==> src/shared_fifo_pkg.sv <==
////////////////////
// Shared multi-FIFO package
// Sizes and index types used by every block of the shared FIFO
////////////////////

package shared_fifo_pkg;

  // Number of logical FIFOs that share the data RAM
  localparam int num_fifos_c = 4;

  // Number of shared RAM entries
  localparam int depth_c = 16;

  // Width of one data word
  localparam int width_c = 16;

  // Entry index into the RAM and the next-pointer table
  localparam int entry_w = $clog2(depth_c);

  // A per-FIFO count must be able to hold every entry, so one extra bit
  localparam int count_w = $clog2(depth_c + 1);

  // Logical FIFO selector carried with each push
  localparam int fid_w = $clog2(num_fifos_c);

  typedef logic [entry_w-1:0] entry_t;
  typedef logic [count_w-1:0] count_t;
  typedef logic [fid_w-1:0]   fid_t;

endpackage

==> src/shared_fifo_if.sv <==
////////////////////
// Shared FIFO interfaces
// Per-FIFO head handshake and the single RAM read port
////////////////////

`timescale 1ns/1ps

// Head of each logical FIFO as offered by the list controller
interface head_if import shared_fifo_pkg::*; #(
  parameter int num_fifos = num_fifos_c
) ();

  logic   [num_fifos-1:0] head_valid;
  logic   [num_fifos-1:0] head_ready;
  entry_t [num_fifos-1:0] head;
  logic   [num_fifos-1:0] ram_empty;
  count_t [num_fifos-1:0] ram_items;

  modport source (output head_valid, head, ram_empty, ram_items, input head_ready);
  modport sink (input head_valid, head, ram_empty, ram_items, output head_ready);

endinterface

// Read port of the data RAM, data comes back one cycle after the address
interface ram_rd_if import shared_fifo_pkg::*; #(
  parameter int width = width_c
) ();

  logic             rd_addr_valid;
  entry_t           rd_addr;
  logic             rd_data_valid;
  logic [width-1:0] rd_data;

  modport requester (output rd_addr_valid, rd_addr, input rd_data_valid, rd_data);
  modport responder (input rd_addr_valid, rd_addr, output rd_data_valid, rd_data);

endinterface

==> src/shared_fifo_pop_ctrl.sv <==
////////////////////
// Shared FIFO pop controller
// Reads FIFO heads through the arbiter and stages data per FIFO
////////////////////

`timescale 1ns/1ps

module shared_fifo_pop_ctrl import shared_fifo_pkg::*; #(
  parameter int num_fifos   = num_fifos_c,
  parameter int width       = width_c,
  parameter int stage_depth = 2,
  parameter bit reg_dealloc = 1'b0
) (
  input  logic                             clk,
  input  logic                             rst_n,
  head_if.sink                             head_bus,
  ram_rd_if.requester                      rd_bus,
  output logic [num_fifos-1:0]             arb_request,
  input  logic [num_fifos-1:0]             arb_grant,
  output logic                             arb_update,
  output logic                             dealloc_valid,
  output entry_t                           dealloc_entry,
  output logic [num_fifos-1:0]             pop_valid,
  input  logic [num_fifos-1:0]             pop_ready,
  output logic [num_fifos-1:0][width-1:0]  pop_data,
  output logic [num_fifos-1:0]             pop_empty
);

  localparam int ptr_w = (stage_depth > 1) ? $clog2(stage_depth) : 1;
  localparam int cnt_w = $clog2(stage_depth + 1);

  logic [num_fifos-1:0] granted;
  fid_t                 grant_fid;
  entry_t               grant_head;
  logic                 pend_valid_q;
  fid_t                 pend_fid_q;

  // Circular pointer step that also works for depths that are not powers of two
  function automatic logic [ptr_w-1:0] ptr_inc(input logic [ptr_w-1:0] p);
    if (p == ptr_w'(stage_depth - 1)) begin
      return '0;
    end
    return p + 1'b1;
  endfunction

  // The arbiter only grants requesters, masking keeps a stray grant harmless
  assign granted = arb_grant & arb_request;

  always_comb begin
    grant_fid  = '0;
    grant_head = '0;
    for (int i = 0; i < num_fifos; i++) begin
      if (granted[i]) begin
        grant_fid  = fid_t'(i);
        grant_head = head_bus.head[i];
      end
    end
  end

  // Read issue and head transfer happen together for the winner only
  assign head_bus.head_ready = granted;
  assign rd_bus.rd_addr_valid = |granted;
  assign rd_bus.rd_addr       = grant_head;
  assign arb_update           = rd_bus.rd_addr_valid;

  // Remember who owns the read that is in flight
  always_ff @(posedge clk or negedge rst_n) begin
    if (!rst_n) begin
      pend_valid_q <= 1'b0;
    end else begin
      pend_valid_q <= rd_bus.rd_addr_valid;
    end
  end

  always_ff @(posedge clk) begin
    if (rd_bus.rd_addr_valid) begin
      pend_fid_q <= grant_fid;
    end
  end

  for (genvar f = 0; f < num_fifos; f++) begin : g_stage
    logic [width-1:0] buf_q [stage_depth];
    logic [ptr_w-1:0] wr_ptr_q;
    logic [ptr_w-1:0] rd_ptr_q;
    logic [cnt_w-1:0] cnt_q;
    logic             inflight;
    logic             stg_push;
    logic             stg_pop;

    assign inflight = pend_valid_q && (pend_fid_q == fid_t'(f));
    assign stg_push = rd_bus.rd_data_valid && (pend_fid_q == fid_t'(f));
    assign stg_pop  = pop_valid[f] && pop_ready[f];

    // Ask for a read only while the buffer can take the word plus any in flight
    assign arb_request[f] = head_bus.head_valid[f] && (head_bus.ram_items[f] != '0) &&
                            ((int'(cnt_q) + int'(inflight)) < stage_depth);

    always_ff @(posedge clk) begin
      if (stg_push) begin
        buf_q[wr_ptr_q] <= rd_bus.rd_data;
      end
    end

    always_ff @(posedge clk or negedge rst_n) begin
      if (!rst_n) begin
        wr_ptr_q <= '0;
        rd_ptr_q <= '0;
        cnt_q    <= '0;
      end else begin
        if (stg_push) begin
          wr_ptr_q <= ptr_inc(wr_ptr_q);
        end
        if (stg_pop) begin
          rd_ptr_q <= ptr_inc(rd_ptr_q);
        end
        cnt_q <= cnt_q + cnt_w'(stg_push) - cnt_w'(stg_pop);
      end
    end

    // Front word holds while the consumer stalls since rd_ptr does not move
    assign pop_valid[f] = (cnt_q != '0);
    assign pop_data[f]  = buf_q[rd_ptr_q];

    // A read on its way counts as buffered so the FIFO never looks empty early
    assign pop_empty[f] = head_bus.ram_empty[f] && (cnt_q == '0) && !inflight;
  end

  // Entries go back to the free list as soon as their read is issued
  if (reg_dealloc) begin : g_reg_dealloc
    always_ff @(posedge clk or negedge rst_n) begin
      if (!rst_n) begin
        dealloc_valid <= 1'b0;
      end else begin
        dealloc_valid <= rd_bus.rd_addr_valid;
      end
    end

    always_ff @(posedge clk) begin
      if (rd_bus.rd_addr_valid) begin
        dealloc_entry <= grant_head;
      end
    end
  end else begin : g_comb_dealloc
    assign dealloc_valid = rd_bus.rd_addr_valid;
    assign dealloc_entry = grant_head;
  end

endmodule

==> src/flat_wrapper.sv <==
// flat-port wrapper written by rule: the top's interface ports become plain ports
module shared_fifo_pop_ctrl_flat import shared_fifo_pkg::*;
#(
  parameter int num_fifos   = num_fifos_c,
  parameter int width       = width_c,
  parameter int stage_depth = 2,
  parameter bit reg_dealloc = 1'b0
)
  (clk, rst_n, arb_request, arb_grant, arb_update, dealloc_valid, dealloc_entry, pop_valid, pop_ready, pop_data, pop_empty, head_bus_head_valid, head_bus_head, head_bus_ram_empty, head_bus_ram_items, head_bus_head_ready, rd_bus_rd_addr_valid, rd_bus_rd_addr, rd_bus_rd_data_valid, rd_bus_rd_data);
  head_if #(.num_fifos(num_fifos)) head_bus_i ();
  ram_rd_if #(.width(width)) rd_bus_i ();
  input  logic clk;
  input  logic rst_n;
  output logic [num_fifos-1:0] arb_request;
  input  logic [num_fifos-1:0] arb_grant;
  output logic arb_update;
  output logic dealloc_valid;
  output entry_t dealloc_entry;
  output logic [num_fifos-1:0] pop_valid;
  input  logic [num_fifos-1:0] pop_ready;
  output logic [num_fifos-1:0][width-1:0] pop_data;
  output logic [num_fifos-1:0] pop_empty;
  input wire logic [$bits(head_bus_i.head_valid)-1:0] head_bus_head_valid;
  input wire logic [$bits(head_bus_i.head)-1:0] head_bus_head;
  input wire logic [$bits(head_bus_i.ram_empty)-1:0] head_bus_ram_empty;
  input wire logic [$bits(head_bus_i.ram_items)-1:0] head_bus_ram_items;
  output wire logic [$bits(head_bus_i.head_ready)-1:0] head_bus_head_ready;
  output wire logic [$bits(rd_bus_i.rd_addr_valid)-1:0] rd_bus_rd_addr_valid;
  output wire logic [$bits(rd_bus_i.rd_addr)-1:0] rd_bus_rd_addr;
  input wire logic [$bits(rd_bus_i.rd_data_valid)-1:0] rd_bus_rd_data_valid;
  input wire logic [$bits(rd_bus_i.rd_data)-1:0] rd_bus_rd_data;
  assign head_bus_i.head_valid = head_bus_head_valid;
  assign head_bus_i.head = head_bus_head;
  assign head_bus_i.ram_empty = head_bus_ram_empty;
  assign head_bus_i.ram_items = head_bus_ram_items;
  assign head_bus_head_ready = head_bus_i.head_ready;
  assign rd_bus_rd_addr_valid = rd_bus_i.rd_addr_valid;
  assign rd_bus_rd_addr = rd_bus_i.rd_addr;
  assign rd_bus_i.rd_data_valid = rd_bus_rd_data_valid;
  assign rd_bus_i.rd_data = rd_bus_rd_data;
  shared_fifo_pop_ctrl #(.num_fifos(num_fifos), .width(width), .stage_depth(stage_depth), .reg_dealloc(reg_dealloc)) u_core (.clk(clk), .rst_n(rst_n), .head_bus(head_bus_i), .rd_bus(rd_bus_i), .arb_request(arb_request), .arb_grant(arb_grant), .arb_update(arb_update), .dealloc_valid(dealloc_valid), .dealloc_entry(dealloc_entry), .pop_valid(pop_valid), .pop_ready(pop_ready), .pop_data(pop_data), .pop_empty(pop_empty));
endmodule
==> config.mk <==
export PLATFORM = sky130hd
export DESIGN_NAME = shared_fifo_pop_ctrl_flat
export DESIGN_NICKNAME = d
export VERILOG_FILES = /design/src/shared_fifo_pkg.sv /design/src/shared_fifo_if.sv /design/src/shared_fifo_pop_ctrl.sv /design/src/flat_wrapper.sv
export SDC_FILE = /design/constraint.sdc
export NUM_CORES = 1
export LEC_CHECK = 0
export BUFFER_PORTS_ARGS = -buffer_cell sky130_fd_sc_hd__buf_2
export CAP_MARGIN = 30
export CORE_MARGIN = 10
export CORE_UTILIZATION = 54
export CTS_BUF_LIST = sky130_fd_sc_hd__clkbuf_2
export DETAILED_ROUTE_END_ITERATION = 16
export GPL_ROUTABILITY_DRIVEN = 0
export PLACE_DENSITY = 0.82
export SLEW_MARGIN = 20
export SYNTH_ARGS = -nofsm -noshare
export SYNTH_HDL_FRONTEND = slang
export SYNTH_SLANG_ARGS = --single-unit
==> constraint.sdc <==
create_clock -name clk -period 2.59 [get_ports clk]
set_clock_uncertainty 0.1 [all_clocks]
set_input_delay 0.1295 -clock clk [delete_from_list [all_inputs] [get_ports clk]]
set_output_delay 0.1295 -clock clk [all_outputs]
set_load 0.05 [all_outputs]
== Word-level counts from Yosys, hierarchy flattened ==
Memory sizes are Yosys's and may differ from the RTL's.
Cells that the tools add are included.
Cells by class
  $add $sub $neg: 20
  order comparisons: 4
  equality and inequality tests: 3
  mux-type cells: 46
  bitwise operators: 1
  reduce and logical (&&, ||, !) cells: 47
Operators with widths (count)
  32-bit by 3-bit less-than comparator with 1-bit output, second input constant: 4
  1-bit 2-to-1 mux: 42
  1-bit logical AND: 28
  5-bit nonzero test: 4
  4-bit 2-to-1 mux: 4
  2-bit by 1-bit adder with 3-bit output: 4
  2-bit zero test: 5
  1-bit adder, second input constant: 8
  2-bit by 1-bit adder with 2-bit output: 4
  2-bit nonzero test: 4
  2-bit by 1-bit subtractor with 2-bit output: 4
  4-bit AND: 1
  2-bit == test, second input constant: 2
  1-bit zero test: 4
  4-bit OR reduction: 1
  2-bit by 1-bit == test with 1-bit output, second input constant: 1
  2-bit OR reduction: 1
Word-level totals
  bits in registers: 19
  bits in writable memories: 128
  input port bits: 71
  word-level logic and storage cells: 140
  memories kept: 4
Memories
  u_core.g_stage[0].buf_q: words 2, width 16, read ports 1, clocked after memory_dff 0, write ports 1, RTL line shared_fifo_pop_ctrl.sv:82  | logic [width-1:0] buf_q [stage_depth];
  u_core.g_stage[1].buf_q: words 2, width 16, read ports 1, clocked after memory_dff 0, write ports 1, RTL line shared_fifo_pop_ctrl.sv:82
  u_core.g_stage[2].buf_q: words 2, width 16, read ports 1, clocked after memory_dff 0, write ports 1, RTL line shared_fifo_pop_ctrl.sv:82
  u_core.g_stage[3].buf_q: words 2, width 16, read ports 1, clocked after memory_dff 0, write ports 1, RTL line shared_fifo_pop_ctrl.sv:82

== Longest topological paths before layout ==
Gate-level depths: netlist of the first run.
  depth after elaboration: 10
  mapped depth: 7

== Worst setup path before layout of the first run ==
No wires, ideal clock.
  path type: register to output
  start: reg u_core.pend_fid_q[0]
  end: out rd_bus_rd_addr[0]
  data arrival time: 3.413 ns
  data required time: 2.361 ns
  path slack: -1.053 ns
  cell stages (with the launch flop): 8
  path buffers: 2
  path through: edfxtp_1 > and4b_1 > a211oi_1 > and2_4 > buf_6 > nand3b_1 > a41oi_2 > buf_4
Between the ends
  elaborated cells on any way between the ends: 25
  classes of those cells: add/sub: 4; order compare: 4; eq/ne: 3; mux: 4; bitwise: 1; reduce/logical: 9
RTL lines
  from (decl): RTL line shared_fifo_pop_ctrl.sv:36  | fid_t pend_fid_q;
  from (signal assigned): RTL line shared_fifo_pop_ctrl.sv:77  | pend_fid_q <= grant_fid;
  2-bit by 1-bit == test with 1-bit output: RTL line shared_fifo_pop_ctrl.sv:90  | assign inflight = pend_valid_q && (pend_fid_q == fid_t'(f));
  1-bit logical AND: RTL line shared_fifo_pop_ctrl.sv:90
  2-bit by 1-bit adder with 3-bit output: RTL line shared_fifo_pop_ctrl.sv:96  | ((int'(cnt_q) + int'(inflight)) < stage_depth);
  32-bit by 3-bit less-than comparator with 1-bit output: RTL line shared_fifo_pop_ctrl.sv:96
  1-bit logical AND: RTL line shared_fifo_pop_ctrl.sv:95  | assign arb_request[f] = head_bus.head_valid[f] && (head_bus.ram_items[f] != '0) &&
  named net arb_request[1]: RTL line flat_wrapper.sv:14  | output logic [num_fifos-1:0] arb_request;
  4-bit AND: RTL line shared_fifo_pop_ctrl.sv:47  | assign granted = arb_grant & arb_request;
  named net head_bus_head_ready[1]: RTL line flat_wrapper.sv:27  | output wire logic [$bits(head_bus_i.head_ready)-1:0] head_bus_head_ready;
  4-bit 2-to-1 mux (3 in a row): RTL line shared_fifo_pop_ctrl.sv:53  | if (granted[i]) begin
  to (decl): RTL line flat_wrapper.sv:29  | output wire logic [$bits(rd_bus_i.rd_addr)-1:0] rd_bus_rd_addr;
The timed path passes the listed nets, and every way through them passes these cells.

== Worst setup path after layout of the first run ==
  start: reg u_core.pend_fid_q[0]
  end: out rd_bus_rd_addr[2]
Between the ends
  word-level cells in the longest chain between the ends: 10
  elaborated cells on any way between the ends: 25
  classes of those cells: add/sub: 4; order compare: 4; eq/ne: 3; mux: 4; bitwise: 1; reduce/logical: 9
RTL lines (RTL line)
  2-bit zero test: shared_fifo_pop_ctrl.sv:90
  1-bit logical AND: shared_fifo_pop_ctrl.sv:90
  2-bit by 1-bit adder with 3-bit output: shared_fifo_pop_ctrl.sv:96
  32-bit by 3-bit less-than comparator with 1-bit output: shared_fifo_pop_ctrl.sv:96
  1-bit logical AND: shared_fifo_pop_ctrl.sv:95
  4-bit AND *: shared_fifo_pop_ctrl.sv:47
  4-bit 2-to-1 mux (3 in a row): shared_fifo_pop_ctrl.sv:53
  4-bit 2-to-1 mux *: shared_fifo_pop_ctrl.sv:53
Mark *: on every way between the ends. The rest lies on a longest branch, timed or not.

==> flow_metrics.tcl, run 1 <==
set metrics [dict create \
    synth_largest_type_area_fraction 0.655 \
    largest_net_degree_at_the_start_of_global_routing 18 \
    final-max-slew-violation-count 0 \
    drv_cap 0 \
    route.detailed.drc 0 \
    power_density_nw_per_um2 1120 \
    critical_path.max_fanout 5 \
    synth-warning-count 0 \
    worstReg2RegStart "u_core.pend_fid_q[0]" \
    dr_wl_met3_um 1150 \
    hpwlAfterDp_um 9520 \
    vias_per_cell 5.20 \
    top_layer_used "met4" \
    cts_tree "yes" \
    floorplan.initialDensity 0.550 \
    synth_area_leaders "sky130_fd_sc_hd__edfxtp_1, sky130_fd_sc_hd__mux2_2, sky130_fd_sc_hd__dfrtp_1" \
    cts_max_level 4 \
    area_growth_syn_to_layout_pct 29.0 \
    drt_pass1_iterations 4 \
    share_of_flip_flops_with_an_asynchronous_set_or_reset 0.116 \
    detailedRoute.firstIterationViolations 220 \
    post_dp_cell_area_um2 7080 \
    final.setup.worst_slack_ns -0.260 \
    design.core.area_um2 10800 \
    final_cell_area_um2 7680 \
    crit_required_ns 2.36 \
    grt.total_usage 0.181 \
    via_count 3689 \
    postRouteAntennaNets 0 \
    min_path_type "primary input to flop" \
    cts_buffers 17 \
    cellLeakagePower_uw 0.00307 \
    cell_area_synth_um2 5960 \
    grt_first_pass_wirelength_um 22100 \
    final.period_utilization 1.10 \
    clock_pin_slew_on_the_worst_setup_and_hold_paths_ns 0.17 \
    min_from "head_bus_ram_items[16]" \
    worst_setup_path_start "u_core.pend_fid_q[0]" \
    dieArea_um2 15600 \
    setup.worst_path.end_class "primary output" \
    first_global_vias 4020 \
    synth-edff-count 130 \
    slowest_delay_ns 0.51 \
    report.final.hold_viol_count 0 \
    final_cell_count_no_fill 710 \
    synth_seq_area_share 0.727 \
    path_delay_family "simple AND/OR/NAND/NOR gates" \
    nNetsFinal 635 \
    detail_route.wl_per_cell_um 20.2 \
    numPlacedInstances 646 \
    cp_data_arrival_time_ns 2.62 \
    die_x_um 125 \
    critical_path_buffers_and_inverters 2 \
    wl_met1_um 5560 \
    violations_in_the_final_reports "setup timing" \
    clkLatencyLatePin_ns 0.63 \
    outcome "finished, violations left" \
    finalWirelength_um 14300 \
    worst_path_most_repeated_cell "sky130_fd_sc_hd__buf_6" \
    yosys.cell_types.count 38 \
    max_slew_headroom_at_the_worst_pin 0.483 \
    f_max_mhz 351 \
    cp_cell_sequence "buf_6 -> and4bb_1 -> a211oi_4 -> nand2_2 -> or4b_4 -> a41oi_4 -> buf_6" \
    die_y_um 125 \
    clk_root_buffer_cell "sky130_fd_sc_hd__clkbuf_2" \
    drive_gt1_frac 0.534 \
    ir_worst_vdd_uv 758 \
    grt_antenna_before_repair 1 \
    avg_synthesized_cell_area_um2 17.3 \
    cts_sinks 147 \
    clk_path_buf_depth 2 \
    fin_crit_ns 2.85 \
    p_total_uw 8570 \
    cpMaxStageDelayCell "sky130_fd_sc_hd__or4b_4" \
    tightest_slew_ns 0.773 \
    numPortBuffers 161 \
    grt.overflow.total 0 \
    synth_ff_type "sky130_fd_sc_hd__edfxtp_1" \
    synth_seq_cells 147 \
    met2RoutedLength_um 7430 \
    floorplan.io_pins 162 \
    timing.final.setup_violations 9 \
    rsz_0062_raised_after_global_routing "true" \
    timing_worst_setup_path_type "flop to primary output" \
    syn-num-nets 423 \
    crit_path_launch_type "flop" \
    setup.reg_to_reg.worst_slack_ns 0.35 \
    post_synth_inst_count 344 \
    fill_cells 708 \
    utilization 0.709 \
    core.rowCount 38 \
    synth_top_area_cell "sky130_fd_sc_hd__edfxtp_1" \
]
-- per-layer routing --
| layer | GRT usage | up-vias |
|---|---|---|
| met5 | 0 | - |
| met4 | 0.0623 | 0 |
| met3 | 0.0731 | 17 |
| met2 | 0.313 | 170 |
| met1 | 0.197 | 1790 |
| li1 | - | 1712 |
-- synthesized netlist by cell type (all sizes together), types with 5 or more instances --
library cell and n:
inv 19, and2 6, dfrtp 17, xnor2 12, buf 10, nand2 10
a211oi 5, edfxtp 130, ha 8, mux2 64, clkbuf 7, nor2 12
-- stage by stage --
stage	setup WS, ns	hold slack, ns	setup TNS (ns)
after global routing	-0.456	0.0706	-4.05
after CTS	-0.334	0.0543	-2.73
final	-0.260	0.148	-1.96
after floorplan	-0.192	-0.266	-0.768
after detailed placement	0.146	-0.0171	0
after global placement	0.171	-0.0262	0
-- report_power, final --
group          internal (µW)  total [µW]  switching, µW
combinational           1350        4200           2850
sequential              3000        3320            314
clock                    353        1050            697
-- sequential cells by signal, indices dropped and copies added (netlist names) --
signal and flops:
u_core.pend_valid_q 1, u_core.g_stage.cnt_q 8, u_core.g_stage.wr_ptr_q 4, u_core.g_stage.buf_q 128
u_core.pend_fid_q 2, u_core.g_stage.rd_ptr_q 4
-- cell families after synthesis --
logic type,count (synthesis),share of synthesized area
AND/OR/NAND/NOR,61,0.0619
AO/OA/AOI/OAI,12,0.0220
multiplexers,64,0.121
adder cells (fa/ha/maj),8,0.0168
flip-flops,147,0.727
XOR/XNOR,16,0.0235
buffers and inverters,36,0.0281
-- what timing repair did --
action | CTS | global route
hold buffers | 28 | 0
gates resized for setup | 28 | 4
hold endpoints to repair | 170 | 0
setup buffers | 2 | 1
pin swaps | 8 | 4
endpoints found under the setup margin | 11 | 36
gates cloned | 1 | 0
-- worst register-to-register path, cell delays in order (launching register included) --
cell                            delay, ns
sky130_fd_sc_hd__edfxtp_1            0.42
sky130_fd_sc_hd__buf_6               0.11
sky130_fd_sc_hd__buf_4               0.11
sky130_fd_sc_hd__nand4_1             0.09
sky130_fd_sc_hd__o211a_1             0.16
sky130_fd_sc_hd__nand2_1             0.11
sky130_fd_sc_hd__buf_4               0.23
sky130_fd_sc_hd__o21ai_0             0.12
sky130_fd_sc_hd__dlygate4sd3_1       0.58
-- area by class of cell --
| cell class | count | area, µm² | area share |
|---|---|---|---|
| clock buffers | 23 | 115 | 0.0150 |
| diodes | 1 | 2.50 | 0.000326 |
| repair buffers | 209 | 1320 | 0.171 |
| inverters | 19 | 71.3 | 0.00928 |
| flip-flops and latches | 147 | 4330 | 0.564 |
| clock inverters | 9 | 68.8 | 0.00896 |
| well taps | 140 | 175 | 0.0228 |
| multi-input cells | 162 | 1600 | 0.209 |
-- placed cells by master, fill, tap and decap left out, types with 5 or more instances in the layout --
cell	instances
sky130_fd_sc_hd__and2_1	5
sky130_fd_sc_hd__buf_6	11
sky130_fd_sc_hd__nand2_1	9
sky130_fd_sc_hd__nor2_1	7
sky130_fd_sc_hd__xnor2_1	12
sky130_fd_sc_hd__clkbuf_2	23
sky130_fd_sc_hd__dfrtp_1	14
sky130_fd_sc_hd__buf_4	19
sky130_fd_sc_hd__inv_1	19
sky130_fd_sc_hd__nor2_2	5
sky130_fd_sc_hd__dlygate4sd3_1	28
sky130_fd_sc_hd__buf_2	149
sky130_fd_sc_hd__edfxtp_1	130
sky130_fd_sc_hd__ha_1	8
sky130_fd_sc_hd__mux2_2	64
-- final timing paths --
path                                               to  cells past startpoint
setup reg to reg                 u_core.pend_fid_q[0]                      8
min in group asynchronous  u_core.g_stage[2].cnt_q[1]                      3
max in group asynchronous  u_core.g_stage[1].rd_ptr_q                      3
setup / recovery                    rd_bus_rd_addr[2]                      7
hold reg to reg            u_core.g_stage[3].rd_ptr_q                      1
hold / removal                    u_core.pend_valid_q                      6
(Power assumes the default switching activity.)
==> run 2, diff against run 1 <==
--- a/config.mk
+++ b/config.mk
@@ -13,6 +13,7 @@
 export DETAILED_ROUTE_END_ITERATION = 16
 export GPL_ROUTABILITY_DRIVEN = 0
 export PLACE_DENSITY = 0.82
+export RECOVER_POWER = 50
 export SLEW_MARGIN = 20
 export SYNTH_ARGS = -nofsm -noshare
 export SYNTH_HDL_FRONTEND = slang
==> run 2 against run 1 <==
Compared with the run above:
- the run still ends with setup timing left
- critical path type unchanged
- first-iteration DRC count increased by 9.1%
- maximum frequency decreased by 0.47%
- flip-flop and latch count unchanged
- count of clock-buffer cells in the layout unchanged
- sequential share of layout area increased by 0.26 points
- critical path depth unchanged
- sequential power about the same
- non-clock buffer count unchanged
==> flow_metrics.tcl, run 2 (synthesis gave the netlist of run 1 again) <==
set metrics [dict create \
    outcome "finished, violations left" \
    violations_in_the_final_reports "setup timing" \
    grt.overflow.total 0 \
    largest_net_degree_at_the_start_of_global_routing 18 \
    setup.worst_path.end_class "primary output" \
    clkLatencyLatePin_ns 0.63 \
    dieArea_um2 15600 \
    grt_first_pass_wirelength_um 22100 \
    final.setup.worst_slack_ns -0.274 \
    timing.final.setup_violations 11 \
    placement.setup.worst_slack_ns 0.146 \
    layout.cells.most_common_list "sky130_fd_sc_hd__buf_2, sky130_fd_sc_hd__edfxtp_1, sky130_fd_sc_hd__mux2_2" \
    final-max-slew-violation-count 0 \
    floorplan.io_pins 162 \
    detailedRoute.firstIterationViolations 240 \
    min_path_type "primary input to flop" \
    final_cell_count_no_fill 710 \
    hpwlAfterDp_um 9520 \
    max_slew_headroom_at_the_worst_pin 0.196 \
    reg_top3 "u_core.g_stage.buf_q (128), u_core.g_stage.cnt_q (8)" \
    post_dp_cell_area_um2 7080 \
    crit_required_ns 2.36 \
    crit_path_launch_type "flop" \
    postRouteAntennaNets 0 \
    floorplan.initialDensity 0.550 \
    cellLeakagePower_uw 0.00300 \
    layout_commonest_cell "sky130_fd_sc_hd__buf_2" \
    finalWirelength_um 14300 \
    power_density_nw_per_um2 1120 \
    ir_worst_vdd_uv 757 \
    clk_path_buf_depth 2 \
    numPortBuffers 161 \
    die_x_um 125 \
    route.detailed.drc 0 \
    clock_pin_slew_on_the_worst_setup_and_hold_paths_ns 0.17 \
    clk_root_buffer_cell "sky130_fd_sc_hd__clkbuf_2" \
    fin_crit_ns 2.86 \
    cts_sinks 147 \
    cts_max_level 4 \
    area_growth_syn_to_layout_pct 28.4 \
    final.period_utilization 1.11 \
    largest_register "u_core.g_stage.buf_q" \
    drv_cap 0 \
    first_global_vias 4020 \
    tightest_slew_ns 1.21 \
    nNetsFinal 635 \
    report.final.hold_viol_count 0 \
    rsz_0062_raised_after_global_routing "true" \
    f_max_mhz 349 \
    hold_slack_ns 0.143 \
    detail_route.wl_per_cell_um 20.1 \
    via_count 3695 \
    critical_path.max_fanout 5 \
    setup.reg_to_reg.worst_slack_ns 0.28 \
    vias_per_cell 5.20 \
    drive_gt1_frac 0.499 \
    cts_buffers 17 \
    grt_antenna_before_repair 1 \
    grt.total_usage 0.181 \
    fin_setup_tns_ns -2.07 \
    core.rowCount 38 \
    design.core.area_um2 10800 \
    die_y_um 125 \
    numPlacedInstances 646 \
    cts_tree "yes" \
    flip_flop_count_of_the_largest_register_after_layout 128 \
    cp_data_arrival_time_ns 2.63 \
    drt_pass1_iterations 4 \
    final_cell_area_um2 7650 \
    timing_worst_setup_path_type "flop to primary output" \
]
run 2: changes by cell type in the layout (fill, tap and decap cells not counted), sizes merged:
| cell | delta |
|---|---|
| buf | -20 |
| clkbuf | +20 |
run 2: what timing repair did:
action	4_1_cts	5_1_grt
endpoints found under the setup margin	11	36
gates resized for setup	28	4
hold endpoints to repair	170	0
cloned	1	0
buffers inserted	2	1
pin swaps	8	4
hold buffers	28	0
run 2: cell type report:
| class | count | area [µm²] |
|---|---|---|
| well taps | 140 | 175 |
| clock inverters | 9 | 68.8 |
| fillers | 719 | 3190 |
| flip-flops and latches | 147 | 4330 |
| diodes | 1 | 2.50 |
| clock buffers | 23 | 115 |
| repair buffers | 209 | 1280 |
| multi-input cells | 162 | 1600 |
| inverters | 19 | 71.3 |
run 2: per-layer routing:
metal	share of wire	vias to the layer above	global-route usage
met4	0.014	0	0.0623
met1	0.38	1798	0.197
met2	0.52	170	0.313
met3	0.082	18	0.0731
met5	0	-	0
li1	-	1709	-
run 2: final timing paths:
path | endpoint | cells after the start | start
worst max-delay path | rd_bus_rd_addr[2] | 7 | u_core.pend_fid_q[0]
worst min-delay path | u_core.pend_valid_q | 6 | head_bus_ram_items[16]
worst max register to register | u_core.g_stage[2].buf_q[0][15] | 5 | u_core.pend_fid_q[0]
worst min register to register | u_core.g_stage[3].rd_ptr_q | 1 | u_core.g_stage[3].rd_ptr_q
max in group asynchronous | u_core.g_stage[1].rd_ptr_q | 3 | rst_n
min in group asynchronous | u_core.g_stage[2].cnt_q[1] | 3 | rst_n
run 2: critical path: stages (launching register included):
cell,delay (ns)
sky130_fd_sc_hd__edfxtp_1,0.42
sky130_fd_sc_hd__buf_6,0.11
sky130_fd_sc_hd__and4bb_1,0.23
sky130_fd_sc_hd__a211oi_4,0.19
sky130_fd_sc_hd__nand2_2,0.13
sky130_fd_sc_hd__or4b_4,0.52
sky130_fd_sc_hd__a41oi_4,0.20
sky130_fd_sc_hd__buf_6,0.20
run 2: metrics by stage:
| step | power, µW | util |
|---|---|---|
| 2_1_floorplan | 6390 | - |
| 3_3_place_gp | 7290 | 0.653 |
| 3_5_place_dp | 7360 | 0.653 |
| 4_1_cts | 8600 | 0.707 |
| 5_1_grt | 8960 | 0.706 |
| 6_report | 8560 | 0.706 |
run 2: where the power goes:
group	total, µW	switching (µW)	internal (µW)	leakage [µW]
clock network	1050	698	353	0.000130
logic	4180	2850	1340	0.00150
registers	3320	315	3010	0.00138
